`src/cpu_settings.svh`:
```
`ifndef CPU_SETTINGS_SVH
`define CPU_SETTINGS_SVH

// Number of architectural registers in the register file.
`define CPU_NREGS 16

// Width of a register and of the ALU datapath.
`define CPU_XLEN 32

// Width of the immediate field in the instruction word.
`define CPU_IMM_W 16

`endif

```
`src/cpu_pkg.sv`:
```
`default_nettype none

`include "cpu_settings.svh"

package cpu_pkg;

	typedef logic [$clog2(`CPU_NREGS)-1:0] reg_addr_t;
	typedef logic [`CPU_XLEN-1:0] word_t;

	// Codes 9 to 14 are unused and execute as NOP.
	typedef enum logic [3:0] {
		NOP  = 4'd0,
		ADD  = 4'd1,
		SUB  = 4'd2,
		AND  = 4'd3,
		OR   = 4'd4,
		XOR  = 4'd5,
		SHL  = 4'd6,
		ADDI = 4'd7,
		LDI  = 4'd8,
		HALT = 4'd15
	} op_e;

	typedef struct packed {
		logic [3:0]            opcode;
		reg_addr_t             rd;
		reg_addr_t             ra;
		reg_addr_t             rb;
		logic [`CPU_IMM_W-1:0] imm;
	} ins_t;

	typedef struct packed {
		logic      valid;
		op_e       op;
		reg_addr_t rd;
		reg_addr_t ra;
		reg_addr_t rb;
		word_t     a;
		word_t     b;
		word_t     imm;
	} dec_pkt_t;

	// Shared by the execute and result stages.
	typedef struct packed {
		logic      valid;
		logic      wr;
		reg_addr_t rd;
		word_t     data;
		logic      halt;
	} res_pkt_t;

endpackage

`default_nettype wire

```
`src/cpu_regfile.sv`:
```
`timescale 1ns/1ns
`default_nettype none

`include "cpu_settings.svh"

module cpu_regfile (
	input  wire logic               clk_i,
	input  wire logic               arst_n_i,
	input  wire cpu_pkg::reg_addr_t rd_addr_a_i,
	input  wire cpu_pkg::reg_addr_t rd_addr_b_i,
	output logic [`CPU_XLEN-1:0]    rd_data_a_o,
	output logic [`CPU_XLEN-1:0]    rd_data_b_o,
	input  wire cpu_pkg::res_pkt_t  wr_i
);

	cpu_pkg::word_t regs [`CPU_NREGS];
	logic           we;

	assign we = wr_i.valid && wr_i.wr;

	always_ff @(posedge clk_i or negedge arst_n_i)
	begin
		if (!arst_n_i)
		begin
			for (int i = 0; i < `CPU_NREGS; i++)
			begin
				regs[i] <= '0;
			end
		end
		else if (we)
		begin
			regs[wr_i.rd] <= wr_i.data;
		end
	end

	// A read of the register being written sees the new value in the same cycle.
	always_comb
	begin
		rd_data_a_o = (we && (wr_i.rd == rd_addr_a_i)) ? wr_i.data : regs[rd_addr_a_i];
		rd_data_b_o = (we && (wr_i.rd == rd_addr_b_i)) ? wr_i.data : regs[rd_addr_b_i];
	end

	// The result stage is held in reset together with the register file.
	a_no_write_in_reset : assert property (
		@(posedge clk_i) !arst_n_i |-> !we
	) else $error("register write while in reset");

endmodule

`default_nettype wire

```
`src/cpu_decode.sv`:
```
`timescale 1ns/1ns
`default_nettype none

`include "cpu_settings.svh"

module cpu_decode (
	input  wire logic              clk_i,
	input  wire logic              arst_n_i,
	input  wire logic              ins_valid_i,
	input  wire cpu_pkg::ins_t     ins_i,
	input  wire cpu_pkg::res_pkt_t wb_i,
	output cpu_pkg::dec_pkt_t      dec_o
);

	cpu_pkg::word_t    rf_a;
	cpu_pkg::word_t    rf_b;
	cpu_pkg::op_e      op;
	cpu_pkg::word_t    imm_ext;
	logic              accept;
	logic              halt_q;
	cpu_pkg::dec_pkt_t dec_d;
	cpu_pkg::dec_pkt_t dec_q;

	cpu_regfile u_regfile (
		.clk_i       (clk_i),
		.arst_n_i    (arst_n_i),
		.rd_addr_a_i (ins_i.ra),
		.rd_addr_b_i (ins_i.rb),
		.rd_data_a_o (rf_a),
		.rd_data_b_o (rf_b),
		.wr_i        (wb_i)
	);

	assign op      = cpu_pkg::op_e'(ins_i.opcode);
	assign imm_ext = {{(`CPU_XLEN-`CPU_IMM_W){ins_i.imm[`CPU_IMM_W-1]}}, ins_i.imm};

	// Once a HALT has been taken, the input strobe is ignored until reset.
	assign accept = ins_valid_i && !halt_q;

	always_comb
	begin
		dec_d       = '0;
		dec_d.valid = accept;
		dec_d.op    = op;
		dec_d.rd    = ins_i.rd;
		dec_d.ra    = ins_i.ra;
		dec_d.rb    = ins_i.rb;
		dec_d.a     = rf_a;
		dec_d.b     = rf_b;
		dec_d.imm   = imm_ext;
	end

	always_ff @(posedge clk_i or negedge arst_n_i)
	begin
		if (!arst_n_i)
		begin
			dec_q <= '0;
		end
		else
		begin
			dec_q <= dec_d;
		end
	end

	always_ff @(posedge clk_i or negedge arst_n_i)
	begin
		if (!arst_n_i)
		begin
			halt_q <= 1'b0;
		end
		else if (accept && (op == cpu_pkg::HALT))
		begin
			halt_q <= 1'b1;
		end
	end

	assign dec_o = dec_q;

	// The HALT packet itself is the last valid one.
	a_quiet_after_halt : assert property (
		@(posedge clk_i) disable iff (!arst_n_i)
		halt_q |=> !dec_q.valid
	) else $error("decode packet valid after halt");

endmodule

`default_nettype wire

```
`src/cpu_execute.sv`:
```
`timescale 1ns/1ns
`default_nettype none

`include "cpu_settings.svh"

module cpu_execute (
	input  wire logic              clk_i,
	input  wire logic              arst_n_i,
	input  wire cpu_pkg::dec_pkt_t dec_i,
	input  wire cpu_pkg::res_pkt_t res_i,
	output cpu_pkg::res_pkt_t      exe_o
);

	cpu_pkg::res_pkt_t exe_q;
	cpu_pkg::res_pkt_t exe_d;
	cpu_pkg::word_t    op_a;
	cpu_pkg::word_t    op_b;
	cpu_pkg::word_t    alu_res;
	logic              is_wr;

	// The younger packet wins, then the older one, then the register file.
	function automatic cpu_pkg::word_t fwd_sel(
		input cpu_pkg::reg_addr_t src,
		input cpu_pkg::word_t     rf_val,
		input cpu_pkg::res_pkt_t  near,
		input cpu_pkg::res_pkt_t  far
	);
		cpu_pkg::word_t val;
		if (near.valid && near.wr && (near.rd == src))
		begin
			val = near.data;
		end
		else if (far.valid && far.wr && (far.rd == src))
		begin
			val = far.data;
		end
		else
		begin
			val = rf_val;
		end
		return val;
	endfunction

	assign op_a = fwd_sel(dec_i.ra, dec_i.a, exe_q, res_i);
	assign op_b = fwd_sel(dec_i.rb, dec_i.b, exe_q, res_i);

	always_comb
	begin
		alu_res = '0;
		is_wr   = 1'b1;
		case (dec_i.op)
			cpu_pkg::ADD:  alu_res = op_a + op_b;
			cpu_pkg::SUB:  alu_res = op_a - op_b;
			cpu_pkg::AND:  alu_res = op_a & op_b;
			cpu_pkg::OR:   alu_res = op_a | op_b;
			cpu_pkg::XOR:  alu_res = op_a ^ op_b;
			cpu_pkg::SHL:  alu_res = op_a << op_b[$clog2(`CPU_XLEN)-1:0];
			cpu_pkg::ADDI: alu_res = op_a + dec_i.imm;
			cpu_pkg::LDI:  alu_res = dec_i.imm;
			default:       is_wr   = 1'b0;
		endcase
	end

	always_comb
	begin
		exe_d       = '0;
		exe_d.valid = dec_i.valid;
		exe_d.wr    = dec_i.valid && is_wr;
		exe_d.rd    = dec_i.rd;
		exe_d.data  = alu_res;
		exe_d.halt  = dec_i.valid && (dec_i.op == cpu_pkg::HALT);
	end

	always_ff @(posedge clk_i or negedge arst_n_i)
	begin
		if (!arst_n_i)
		begin
			exe_q <= '0;
		end
		else
		begin
			exe_q <= exe_d;
		end
	end

	assign exe_o = exe_q;

	a_wr_halt_exclusive : assert property (
		@(posedge clk_i) disable iff (!arst_n_i)
		exe_q.halt |-> !exe_q.wr
	) else $error("execute packet both writes and halts");

endmodule

`default_nettype wire

```
`src/cpu_result.sv`:
```
`timescale 1ns/1ns
`default_nettype none

module cpu_result (
	input  wire logic              clk_i,
	input  wire logic              arst_n_i,
	input  wire cpu_pkg::res_pkt_t exe_i,
	output cpu_pkg::res_pkt_t      res_o,
	output logic                   halted_o
);

	cpu_pkg::res_pkt_t res_q;
	logic              halted_q;

	always_ff @(posedge clk_i or negedge arst_n_i)
	begin
		if (!arst_n_i)
		begin
			res_q <= '0;
		end
		else
		begin
			res_q <= exe_i;
		end
	end

	// The flag rises with the HALT packet and holds until reset.
	always_ff @(posedge clk_i or negedge arst_n_i)
	begin
		if (!arst_n_i)
		begin
			halted_q <= 1'b0;
		end
		else if (exe_i.valid && exe_i.halt)
		begin
			halted_q <= 1'b1;
		end
	end

	assign res_o    = res_q;
	assign halted_o = halted_q;

	// Decode stops taking words at HALT, so nothing may retire behind it.
	a_no_write_after_halt : assert property (
		@(posedge clk_i) disable iff (!arst_n_i)
		halted_q |-> !(res_q.valid && res_q.wr)
	) else $error("writeback after halt");

endmodule

`default_nettype wire

```
`src/cpu_top.sv`:
```
`timescale 1ns/1ns
`default_nettype none

module cpu_top (
	input  wire logic           clk_i,
	input  wire logic           arst_n_i,
	input  wire logic           ins_valid_i,
	input  wire cpu_pkg::ins_t  ins_i,
	output logic                wb_valid_o,
	output cpu_pkg::reg_addr_t  wb_addr_o,
	output cpu_pkg::word_t      wb_data_o,
	output logic                halt_o
);

	cpu_pkg::dec_pkt_t dec_pkt;
	cpu_pkg::res_pkt_t exe_pkt;
	cpu_pkg::res_pkt_t res_pkt;
	logic              halted;

	cpu_decode u_decode (
		.clk_i       (clk_i),
		.arst_n_i    (arst_n_i),
		.ins_valid_i (ins_valid_i),
		.ins_i       (ins_i),
		.wb_i        (res_pkt),
		.dec_o       (dec_pkt)
	);

	cpu_execute u_execute (
		.clk_i    (clk_i),
		.arst_n_i (arst_n_i),
		.dec_i    (dec_pkt),
		.res_i    (res_pkt),
		.exe_o    (exe_pkt)
	);

	cpu_result u_result (
		.clk_i    (clk_i),
		.arst_n_i (arst_n_i),
		.exe_i    (exe_pkt),
		.res_o    (res_pkt),
		.halted_o (halted)
	);

	// Only writing instructions pulse the writeback strobe.
	assign wb_valid_o = res_pkt.valid && res_pkt.wr;
	assign wb_addr_o  = res_pkt.rd;
	assign wb_data_o  = res_pkt.data;
	assign halt_o     = halted;

endmodule

`default_nettype wire

```
`config.mk`:
```
export PLATFORM = sky130hd
export DESIGN_NAME = cpu_top
export DESIGN_NICKNAME = d
export VERILOG_FILES = /design/src/cpu_pkg.sv /design/src/cpu_regfile.sv /design/src/cpu_decode.sv /design/src/cpu_execute.sv /design/src/cpu_result.sv /design/src/cpu_top.sv
export VERILOG_INCLUDE_DIRS = /design/src
export SDC_FILE = /design/constraint.sdc
export NUM_CORES = 1
export LEC_CHECK = 0
export BUFFER_PORTS_ARGS = -buffer_cell sky130_fd_sc_hd__buf_2
export CORE_ASPECT_RATIO = 0.8
export CORE_MARGIN = 2
export CORE_UTILIZATION = 32
export CTS_CLUSTER_DIAMETER = 50
export DETAILED_ROUTE_END_ITERATION = 8
export MAX_ROUTING_LAYER = met4
export PLACE_DENSITY = 0.59
export SETUP_SLACK_MARGIN = 0.02
export SLEW_MARGIN = 20
export SYNTH_ARGS = -nofsm -noshare
export SYNTH_HDL_FRONTEND = slang
export SYNTH_HIERARCHICAL = 1
export SYNTH_SLANG_ARGS = --single-unit
```
`constraint.sdc`:
```
create_clock -name clk_i -period 5 [get_ports clk_i]
set_input_delay 1.25 -clock clk_i [delete_from_list [all_inputs] [get_ports clk_i]]
set_output_delay 1.25 -clock clk_i [all_outputs]
set_load 0.01 [all_outputs]
```
Word-level counts from Yosys, hierarchy flattened
Cells that the tools add are included.
Widths: inputs -> output; s select.
{ "op_classes": {"n_lt_le_gt_ge": 4, "n_reduce_logical": 16, "n_eq_ne": 16, "addsub": 3, "n_shift": 1, "muxes": 17, "bitwise_logic": 6} }
{ "op_table": {"columns": ["op", "count"], "rows": [
  ["$bwmux 512", 1],
  ["$mux 32", 11],
  ["$bmux 32 s4", 2],
  ["$pmux 32 s8", 1],
  ["$demux 32 s4", 1],
  ["$add 32x32->32", 2],
  ["$and 32x32->32", 1],
  ["$or 32x32->32", 1],
  ["$shl 32x5->32", 1],
  ["$sub 32x32->32", 1],
  ["$xor 32x32->32", 1],
  ["$eq 4x4->1", 6],
  ["$eq 4x3->1 const B", 4],
  ["$ge 5x5->1 const B", 3],
  ["$not 4->5", 3],
  ["$logic_and 1x1->1", 14],
  ["$eq 4x4->1 const B", 3],
  ["$eq 4x2->1 const B", 2],
  ["$reduce_or 8->1", 1],
  ["$lt 5x1->1 const B", 1],
  ["$eq 4x1->1 const B", 1],
  ["$logic_not 1->1", 1],
  ["$mux 1", 1]
]} }
{ "totals": {"elab_cells": 98, "in_bits": 35, "output_inout_bits": 38, "reg_bits": 688} }

Longest topological paths before layout
Gate-level depths: netlist (run 1).
{ "logic_depth": {"word_depth": 6, "mapped_depth": 29} }

Cells and area by module
The synthesis (run 1) kept the hierarchy.
{ "by_module_without_submodules": {"columns": ["mod", "area_per_inst_um2", "cells_per_inst", "seq_area_each_um2", "n_inst"], "rows": [
  ["cpu_regfile", 27395.0, 1756, 12812.3, 1],
  ["cpu_execute", 8550.7, 1174, 975.9, 1],
  ["cpu_decode", 2593.7, 117, 2452.4, 1],
  ["cpu_result", 1008.5, 41, 1001.0, 1],
  ["cpu_top", 6.3, 1, 0.0, 1]
]} }

Worst setup path after synthesis (run 1)
No wires, ideal clock.
{ "synth_timing": {"kind": "register -> register", "startpoint": "reg u_result.res_q (netlist bit u_result/res_o[33])", "endpoint": "reg u_execute.exe_q (netlist bit u_execute/exe_o[32])", "n_path_buf": 4, "path_stages_with_launch": 25, "slack_ns": -0.516, "arrival_ns": 5.430, "required_ns": 4.914, "synth_period_minus_slack_ns": 5.516, "path_cell_list": "dfrtp_1 xnor2_1 nand3_2 nor2_1 buf_2 buf_4 mux2i_1 a21o_1 buf_2 buf_1 xnor2_1 o21ai_0 ha_1 o21ai_0 o21a_1 o31ai_1 a211oi_1 o21ai_0 a21oi_1 o211ai_1 o211ai_1 o21ai_0 a31oi_1 xnor3_1 o221ai_2"} }
{ "synth_via": {"elab_chain_cells": 6} }
{ "synth_lines": {"columns": ["item", "line_no", "source"], "rows": [
  ["start: declaration", "cpu_result.sv:12", "cpu_pkg::res_pkt_t res_q;"],
  ["start signal: assignment", "cpu_result.sv:23", "res_q <= exe_i;"],
  ["$eq 4x4->1", "cpu_execute.sv:33", "else if (far.valid && far.wr && (far.rd == src))"],
  ["$logic_and 1x1->1", "cpu_execute.sv:33", null],
  ["$mux 32", "cpu_execute.sv:33", null],
  ["$mux 32", "cpu_execute.sv:29", "if (near.valid && near.wr && (near.rd == src))"],
  ["$add 32x32->32, or another cell as far along", "cpu_execute.sv:58", "cpu_pkg::ADDI: alu_res = op_a + dec_i.imm;"],
  ["$pmux 32 s8 *", "cpu_execute.sv:51", "case (dec_i.op)"],
  ["named net u_execute.alu_res[31]", "cpu_execute.sv:18", "cpu_pkg::word_t alu_res;"],
  ["end signal: assignment", "cpu_execute.sv:78", "exe_q <= '0;"],
  ["end signal: assignment", "cpu_execute.sv:82", "exe_q <= exe_d;"],
  ["end: declaration", "cpu_execute.sv:14", "cpu_pkg::res_pkt_t exe_q;"]
]} }
The timed path passes the listed nets; every way through them passes the cells marked *.
A chain may end at the register's enable or synchronous reset.

Worst setup path after layout (run 1)
{ "layout_timing": {"startpoint": "reg u_decode.dec_q (netlist bit u_decode/dec_o[35])", "endpoint": "reg u_execute.exe_q (netlist bit u_execute/exe_o[31])"} }
{ "layout_via": {"elab_chain_cells": 4} }
{ "layout_lines": {"columns": ["item", "line_no", "source"], "rows": [
  ["start: declaration", "cpu_decode.sv:22", "cpu_pkg::dec_pkt_t dec_q;"],
  ["start signal: assignment", "cpu_decode.sv:57", "dec_q <= '0;"],
  ["start signal: assignment", "cpu_decode.sv:61", "dec_q <= dec_d;"],
  ["$mux 32 *", "cpu_execute.sv:33", null],
  ["$mux 32 *", "cpu_execute.sv:29", null],
  ["$sub 32x32->32, or another cell as far along", "cpu_execute.sv:53", "cpu_pkg::SUB: alu_res = op_a - op_b;"],
  ["$pmux 32 s8 *", "cpu_execute.sv:51", null],
  ["named net u_execute.alu_res[30]", "cpu_execute.sv:18", null]
]} }
Marked as above.

==> results of run 1 <==
metrics by stage:
step / cells / hold WS (ns) / total power [uW]
after floorplan: 3088 / 0.331 / 6310
after global placement: 4849 / 0.391 / 6790
after detailed placement: 4849 / 0.391 / 6790
after CTS: 5024 / 0.399 / 13700
after global routing: 5040 / 0.423 / 14000
final: 5041 / 0.400 / 13500
power breakdown:
part / switching, uW / internal, uW
registers: 79.7 / 5650
clock network: 2750 / 4070
logic: 623 / 384
sequential cells by signal, summed over array words and instances (netlist names):
register and cells:
u_decode/dec_o 97, u_decode/halt_q 1, u_decode/u_regfile/regs 512, u_execute/exe_o 39
u_result/halted_o 1, u_result/res_o 38
worst reg2reg max path, stage by stage, from the launching register on:
cell,delay (ns)
dfrtp_1,0.38
or4_4,0.53
or4_4,0.45
o311ai_4,0.28
nand2_4,0.09
or3_4,0.38
buf_6,0.15
xnor2_2,0.12
o21ai_1,0.13
ha_1,0.27
buf_6,0.14
o21a_1,0.19
o21bai_4,0.18
nor3_2,0.06
a41oi_2,0.21
o31ai_4,0.12
a21oi_2,0.24
a211oi_4,0.11
o221ai_2,0.26
a21oi_2,0.11
buf_4,0.15
a211o_1,0.25
worst max-delay path by stage:
stage / depth (start not counted) / start / to
global placement: 21 / u_decode/dec_o[35]$_DFF_PN0_ / u_execute/exe_o[32]$_DFF_PN0_
finish: 21 / u_decode/dec_o[35]$_DFF_PN0_ / u_execute/exe_o[31]$_DFF_PN0_
CTS: 21 / u_decode/dec_o[35]$_DFF_PN0_ / u_execute/exe_o[32]$_DFF_PN0_
detailed placement: 21 / u_decode/dec_o[35]$_DFF_PN0_ / u_execute/exe_o[32]$_DFF_PN0_
floorplan: 25 / u_decode/dec_o[97]$_DFF_PN0_ / u_execute/exe_o[32]$_DFF_PN0_
global route: 24 / u_result/res_o[35]$_DFF_PN0_ / u_execute/exe_o[32]$_DFF_PN0_
metal layers:
metal	vias up	track usage (%)	wire, um
met4	0	5.77	3200
met2	1137	28.7	55000
met1	15100	30.8	61100
met5	-	-	0
met3	185	4.85	11000
li1	12200	-	-
cells in the final DEF, fill, tap and decap left out, types with 11 or more instances in the layout:
master	instances
dfrtp_1	684
mux2_2	545
buf_4	317
mux4_2	259
nand2_1	180
a22oi_1	171
mux2i_1	105
nor2_1	95
ha_1	94
clkbuf_16	91
a21oi_1	88
o21ai_0	74
buf_2	67
inv_1	66
xnor2_1	37
mux2_4	30
a31oi_1	20
nor3_1	19
xor2_1	16
nand3_1	16
a21o_1	15
nor2_4	14
clkbuf_8	13
buf_12	13
nand2b_1	13
o221ai_1	13
clkinv_2	12
clkinvlp_4	12
or3_1	12
o21ai_1	12
a221oi_1	12
clkbuf_1	11
buf_6	11
o211ai_1	11
area by class of cell:
type,instances,area [sq um]
fillers,11600,75300
multi-input cells,2062,21500
flip-flops and latches,688,17200
repair buffers,411,3140
clock buffers,115,2500
well taps,1638,2050
clock inverters,52,688
inverters,73,277
diodes,2,5.00
what timing repair did:
action	in CTS	in global routing
endpoints found under the setup margin	12	17
gates resized for setup	25	87
pin swaps	23	58
setup buffers	9	15
gates cloned	0	0
==> impl_metrics.csv, run 1 <==
group,metric,value,unit
die,die_w,397,um
setup_path,path_cells,"or4_4 > or4_4 > o311ai_4 > nand2_4 > or3_4 > buf_6 > xnor2_2 > o21ai_1 > ha_1 > buf_6 > o21a_1 > o21bai_4 > nor3_2 > a41oi_2 > o31ai_4 > a21oi_2 > a211oi_4 > o221ai_2 > a21oi_2 > buf_4 > a211o_1",
setup_path,critPathMaxFanout,4,
timing,fin_crit,4.94,ns
timing,worst_slew_pin_slew,1.21,ns
cells_and_area,final_util,38.6,%
drt,wirelength,130,mm
die,initial_core_util,32.2,%
timing,timing.fmax,0.203,GHz
drt,drc,0,
clock_tree,cts.sinks,688,
yosys,syn_nets,3220,
place,numPortBuffers,72,
place,gp_congestion,0.954,
drt,final_antenna_net_count,0,
die,die_y,318,um
global_route,antenna_found_initial,1,
timing,period_share,98.7,%
setup_path,crit_required,5.54,ns
cells_and_area,layout-drive-gt1-share,45.3,%
pwr,leakage,0.0222,uW
setup_path,cp_num_buf_inv,3,
worst_hold_path,hold_path_class,"reg -> reg",
drt,via_count,28600,
yosys,syn_area_per_cell,12.8,sq um
worst_hold_path,whs_path_depth,0,
cells_and_area,area_delta_synth_final,19.9,%
drt,initialDrtViolationCount,2921,
setup_path,critPathKind,"reg -> reg",
global_route,grt_pass1_wl,194,mm
die,die_area,126000,sq um
setup_path,arrival,5.48,ns
clock_tree,cts-hold-fix-buffers,0,
clock_tree,htreeDepth,3,
timing,rsz0062_at_grt,"true",
clock_tree,clk_pin_slew,0.06,ns
setup_path,slowest_stage,"or4_4",
run_status,outcome,"finished clean",
timing,relSlewSlack,19.4,%
setup_path,cp_top_family,"compound AO/OA/AOI/OAI gates",
clock_tree,cts_tree,"done",
yosys,syn_inst,3088,
clock_tree,clkLatencyLatePin,0.71,ns
cells_and_area,final_nets,3458,
global_route,grt_pass1_vias,28300,
clock_tree,clk_path_buf_depth,3,
worst_hold_path,worst_hold_startpoint,"u_execute/exe_o[20]$_DFF_PN0_",
drt,routedWlPerCell,25.8,um
pwr,ir_drop,290,uV
setup_path,max_stage_delay,0.53,ns
timing,fin_ws,0.0640,ns
place,hpwlAfterDp,84.2,mm
setup_path,reg2reg_depth,21,
clock_tree,numCtsBuffers,90,
timing,maxSlewViolCount,0,
die,num_rows,115,
place,dpl_cell_area,43600,sq um
setup_path,timing.rr.start,"u_decode/dec_o[35]$_DFF_PN0_",
pwr,powerDensity,286,nW/um^2
drt,first_pass_iters,6,
setup_path,timing.rr.end,"u_execute/exe_o[31]$_DFF_PN0_",
worst_hold_path,holdPathEnd,"u_result/res_o[20]$_DFF_PN0_",
die,core_area,123000,sq um
yosys,netlist_area,39500,sq um
setup_path,reg2reg_slack,0.06,ns
die,design.portCount,73,
clock_tree,cts_root_buf,"clkbuf_16",
yosys,ys_warn_count,6,
drt,viasPerCell,5.67,
run,maxCapViolCount,0,
timing,hold_viol,0,
setup_path,start_kind,"flop",
timing,setup_viol_count_final,0,
setup_path,cp-end-kind,"flop",
global_route,grt-ovfl-total,0,
place,dp_slack,-0.514,ns
timing,setup_tns,0,ns
timing,skew,0.0533,ns
cells_and_area,post-route-cell-area,47400,sq um
global_route,grt_max_degree,110,
global_route,grt.total_usage,21.0,%
Note: power is estimated with default switching activity, not from simulation.
==> run 2: changes to the inputs <==
--- a/config.mk
+++ b/config.mk
@@ -6,6 +6,7 @@
 export SDC_FILE = /design/constraint.sdc
 export NUM_CORES = 1
 export LEC_CHECK = 0
+export ABC_AREA = 1
 export BUFFER_PORTS_ARGS = -buffer_cell sky130_fd_sc_hd__buf_2
 export CORE_ASPECT_RATIO = 0.8
 export CORE_MARGIN = 2
==> impl_metrics.csv, run 2 <==
group,metric,value,unit
run_status,outcome,"finished clean",
die,initial_core_util,32.1,%
die,die_y,329,um
die,die_area,135000,sq um
pwr,p_seq_share,40.1,%
run,maxCapViolCount,0,
global_route,grt-ovfl-total,0,
pwr,ir_drop,261,uV
pwr,leakage,0.0218,uW
clock_tree,cts-hold-fix-buffers,0,
pwr,powerDensity,326,nW/um^2
setup_path,reg2reg_slack,0.39,ns
setup_path,startpoint,"u_execute/exe_o[38]$_DFF_PN0_",
setup_path,arrival,5.18,ns
drt,first_pass_iters,6,
timing,skew,0.0430,ns
pwr,clock_power_share,42.0,%
place,gp_congestion,0.953,
setup_path,cp-endpoint,"u_execute/exe_o[22]$_DFF_PN0_",
setup_path,critPathKind,"reg -> reg",
die,design.portCount,73,
setup_path,cp-end-kind,"flop",
pwr,sw_frac_of_total,33.0,%
timing,setup_tns,0,ns
pwr,combPwrFrac,17.8,%
timing,timing.fmax,0.217,GHz
setup_path,crit_required,5.57,ns
clock_tree,clkLatencyLatePin,0.71,ns
cells_and_area,final_util,35.9,%
place,dp_cells,7684,
timing,maxSlewViolCount,0,
pwr,p_int,10300,uW
clock_tree,htreeDepth,3,
global_route,grt_pass1_vias,39900,
place,hpwlAfterDp,104,mm
drt,viasPerCell,5.47,
setup_path,critPathMaxFanout,13,
setup_path,timing.rr.start,"u_execute/exe_o[38]$_DFF_PN0_",
drt,via_count,42900,
global_route,grt_max_degree,146,
cells_and_area,area_delta_synth_final,11.8,%
setup_path,reg2reg_depth,18,
cells_and_area,layout-drive-gt1-share,7.69,%
die,num_rows,119,
drt,initialDrtViolationCount,6017,
cells_and_area,largest_reg_flops,512,
clock_tree,clk_pin_slew,0.06,ns
yosys,syn_nets,6303,
drt,drc,0,
cells_and_area,instances_no_fill,7842,
timing,setup_viol_count_final,0,
cells_and_area,top_register,"u_decode/u_regfile/regs",
timing,worst_slew_pin_slew,1.12,ns
clock_tree,cts_root_buf,"clkbuf_16",
cells_and_area,final_nets,6150,
die,core_area,131000,sq um
cells_and_area,mostFrequentLayoutCells,"2,547 x nand2_1, 943 x nand3_1, 688 x dfrtp_1",
yosys,syn_inst,6171,
timing,rsz0062_at_grt,"false",
global_route,grt_pass1_wl,255,mm
drt,wirelength,167,mm
yosys,netlist_area,42200,sq um
yosys,ys_warn_count,6,
place,numPortBuffers,72,
die,die_w,410,um
pwr,switchingPower,5070,uW
timing,hold_viol,0,
clock_tree,cts_tree,"done",
cells_and_area,final_common_cell,"nand2_1",
global_route,antenna_found_initial,5,
setup_path,start_kind,"flop",
timing,period_share,92.3,%
clock_tree,cts.sinks,688,
clock_tree,clk_path_buf_depth,3,
setup_path,timing.rr.end,"u_execute/exe_o[22]$_DFF_PN0_",
pwr,p_total,15400,uW
yosys,syn_area_per_cell,6.83,sq um
timing,fin_crit,4.61,ns
drt,routedWlPerCell,21.3,um
clock_tree,numCtsBuffers,83,
timing,relSlewSlack,25.3,%
drt,final_antenna_net_count,0,
global_route,grt.total_usage,25.1,%
worst_hold_path,hold_path_class,"reg -> reg",
cells_and_area,nFillCells,13900,
## run 2: cell type report
type / count / area (sq um) / share of cell area [%]
timing repair buffer: 217 / 1770 / 3.74
sequential: 688 / 17200 / 36.5
tap: 1754 / 2190 / 4.66
clock buffer: 105 / 2280 / 4.84
antenna: 2 / 5.00 / 0.0106
clock inverter: 48 / 612 / 1.30
multi-input combinational: 4721 / 21900 / 46.4
inverter: 307 / 1170 / 2.49
## run 2: worst min path at each step
stage,startpoint,endpoint,slack [ns],cells past startpoint
floorplan,u_decode/dec_o[104]$_DFF_PN0_,u_execute/exe_o[33]$_DFF_PN0_,0.33,0
global placement,u_execute/exe_o[37]$_DFF_PN0_,u_result/res_o[37]$_DFF_PN0_,0.36,0
detailed placement,u_execute/exe_o[13]$_DFF_PN0_,u_result/res_o[13]$_DFF_PN0_,0.36,0
CTS,u_execute/exe_o[32]$_DFF_PN0_,u_result/res_o[32]$_DFF_PN0_,0.37,0
global route,u_execute/exe_o[32]$_DFF_PN0_,u_result/res_o[32]$_DFF_PN0_,0.38,0
finish,u_execute/exe_o[32]$_DFF_PN0_,u_result/res_o[32]$_DFF_PN0_,0.37,0
## run 2: routing by layer
metal	vias to the layer above	part of all wire [%]	GRT usage, %
met3	313	9.8	4.32
met1	20500	45	36.5
li1	19800	-	-
met4	0	3.0	7.62
met2	2309	42	35.3
met5	-	0	-
## run 2: power groups by stage
| stage | clock [uW] | sequential (uW) | combinational, uW |
|---|---|---|---|
| floorplan | 0 | 6160 | 1640 |
| global placement | 0 | 6270 | 2670 |
| detailed placement | 0 | 6270 | 2670 |
| CTS | 6550 | 6170 | 2680 |
| global route | 6770 | 6200 | 3020 |
| finish | 6460 | 6170 | 2740 |
## run 2: worst max-delay path, cell delays in order, from the launching register on
cell and delay (ns):
dfrtp_1 0.37, nand2_1 0.12, a21oi_1 0.19, nand4_2 0.37, o21ai_0 0.99, ha_1 0.42, or2_2 0.32, nand2_1 0.10
o21ai_1 0.13, a21boi_0 0.20, buf_4 0.16, inv_1 0.10, nand2_1 0.07, nand2_1 0.15, a21oi_2 0.21, o21ai_0 0.11
or2_2 0.29, nand3_1 0.09, nand3b_1 0.09
## run 2: through the flow
stage / cell area, sq um / worst slack [ns] / hold WS [ns]
finish: 47100 / 0.386 / 0.367
global route: 47100 / 0.0397 / 0.384
CTS: 47000 / 0.104 / 0.368
detailed placement: 44100 / 0.154 / 0.362
global placement: 44100 / 0.186 / 0.357
floorplan: 42200 / 0.810 / 0.331
## run 2: what timing repair did
| action | in CTS | in global routing |
|---|---|---|
| setup endpoints to repair | 0 | 10 |
| resized for setup | 0 | 23 |
| buffers inserted | 0 | 3 |
| hold endpoints to repair | 0 | 0 |
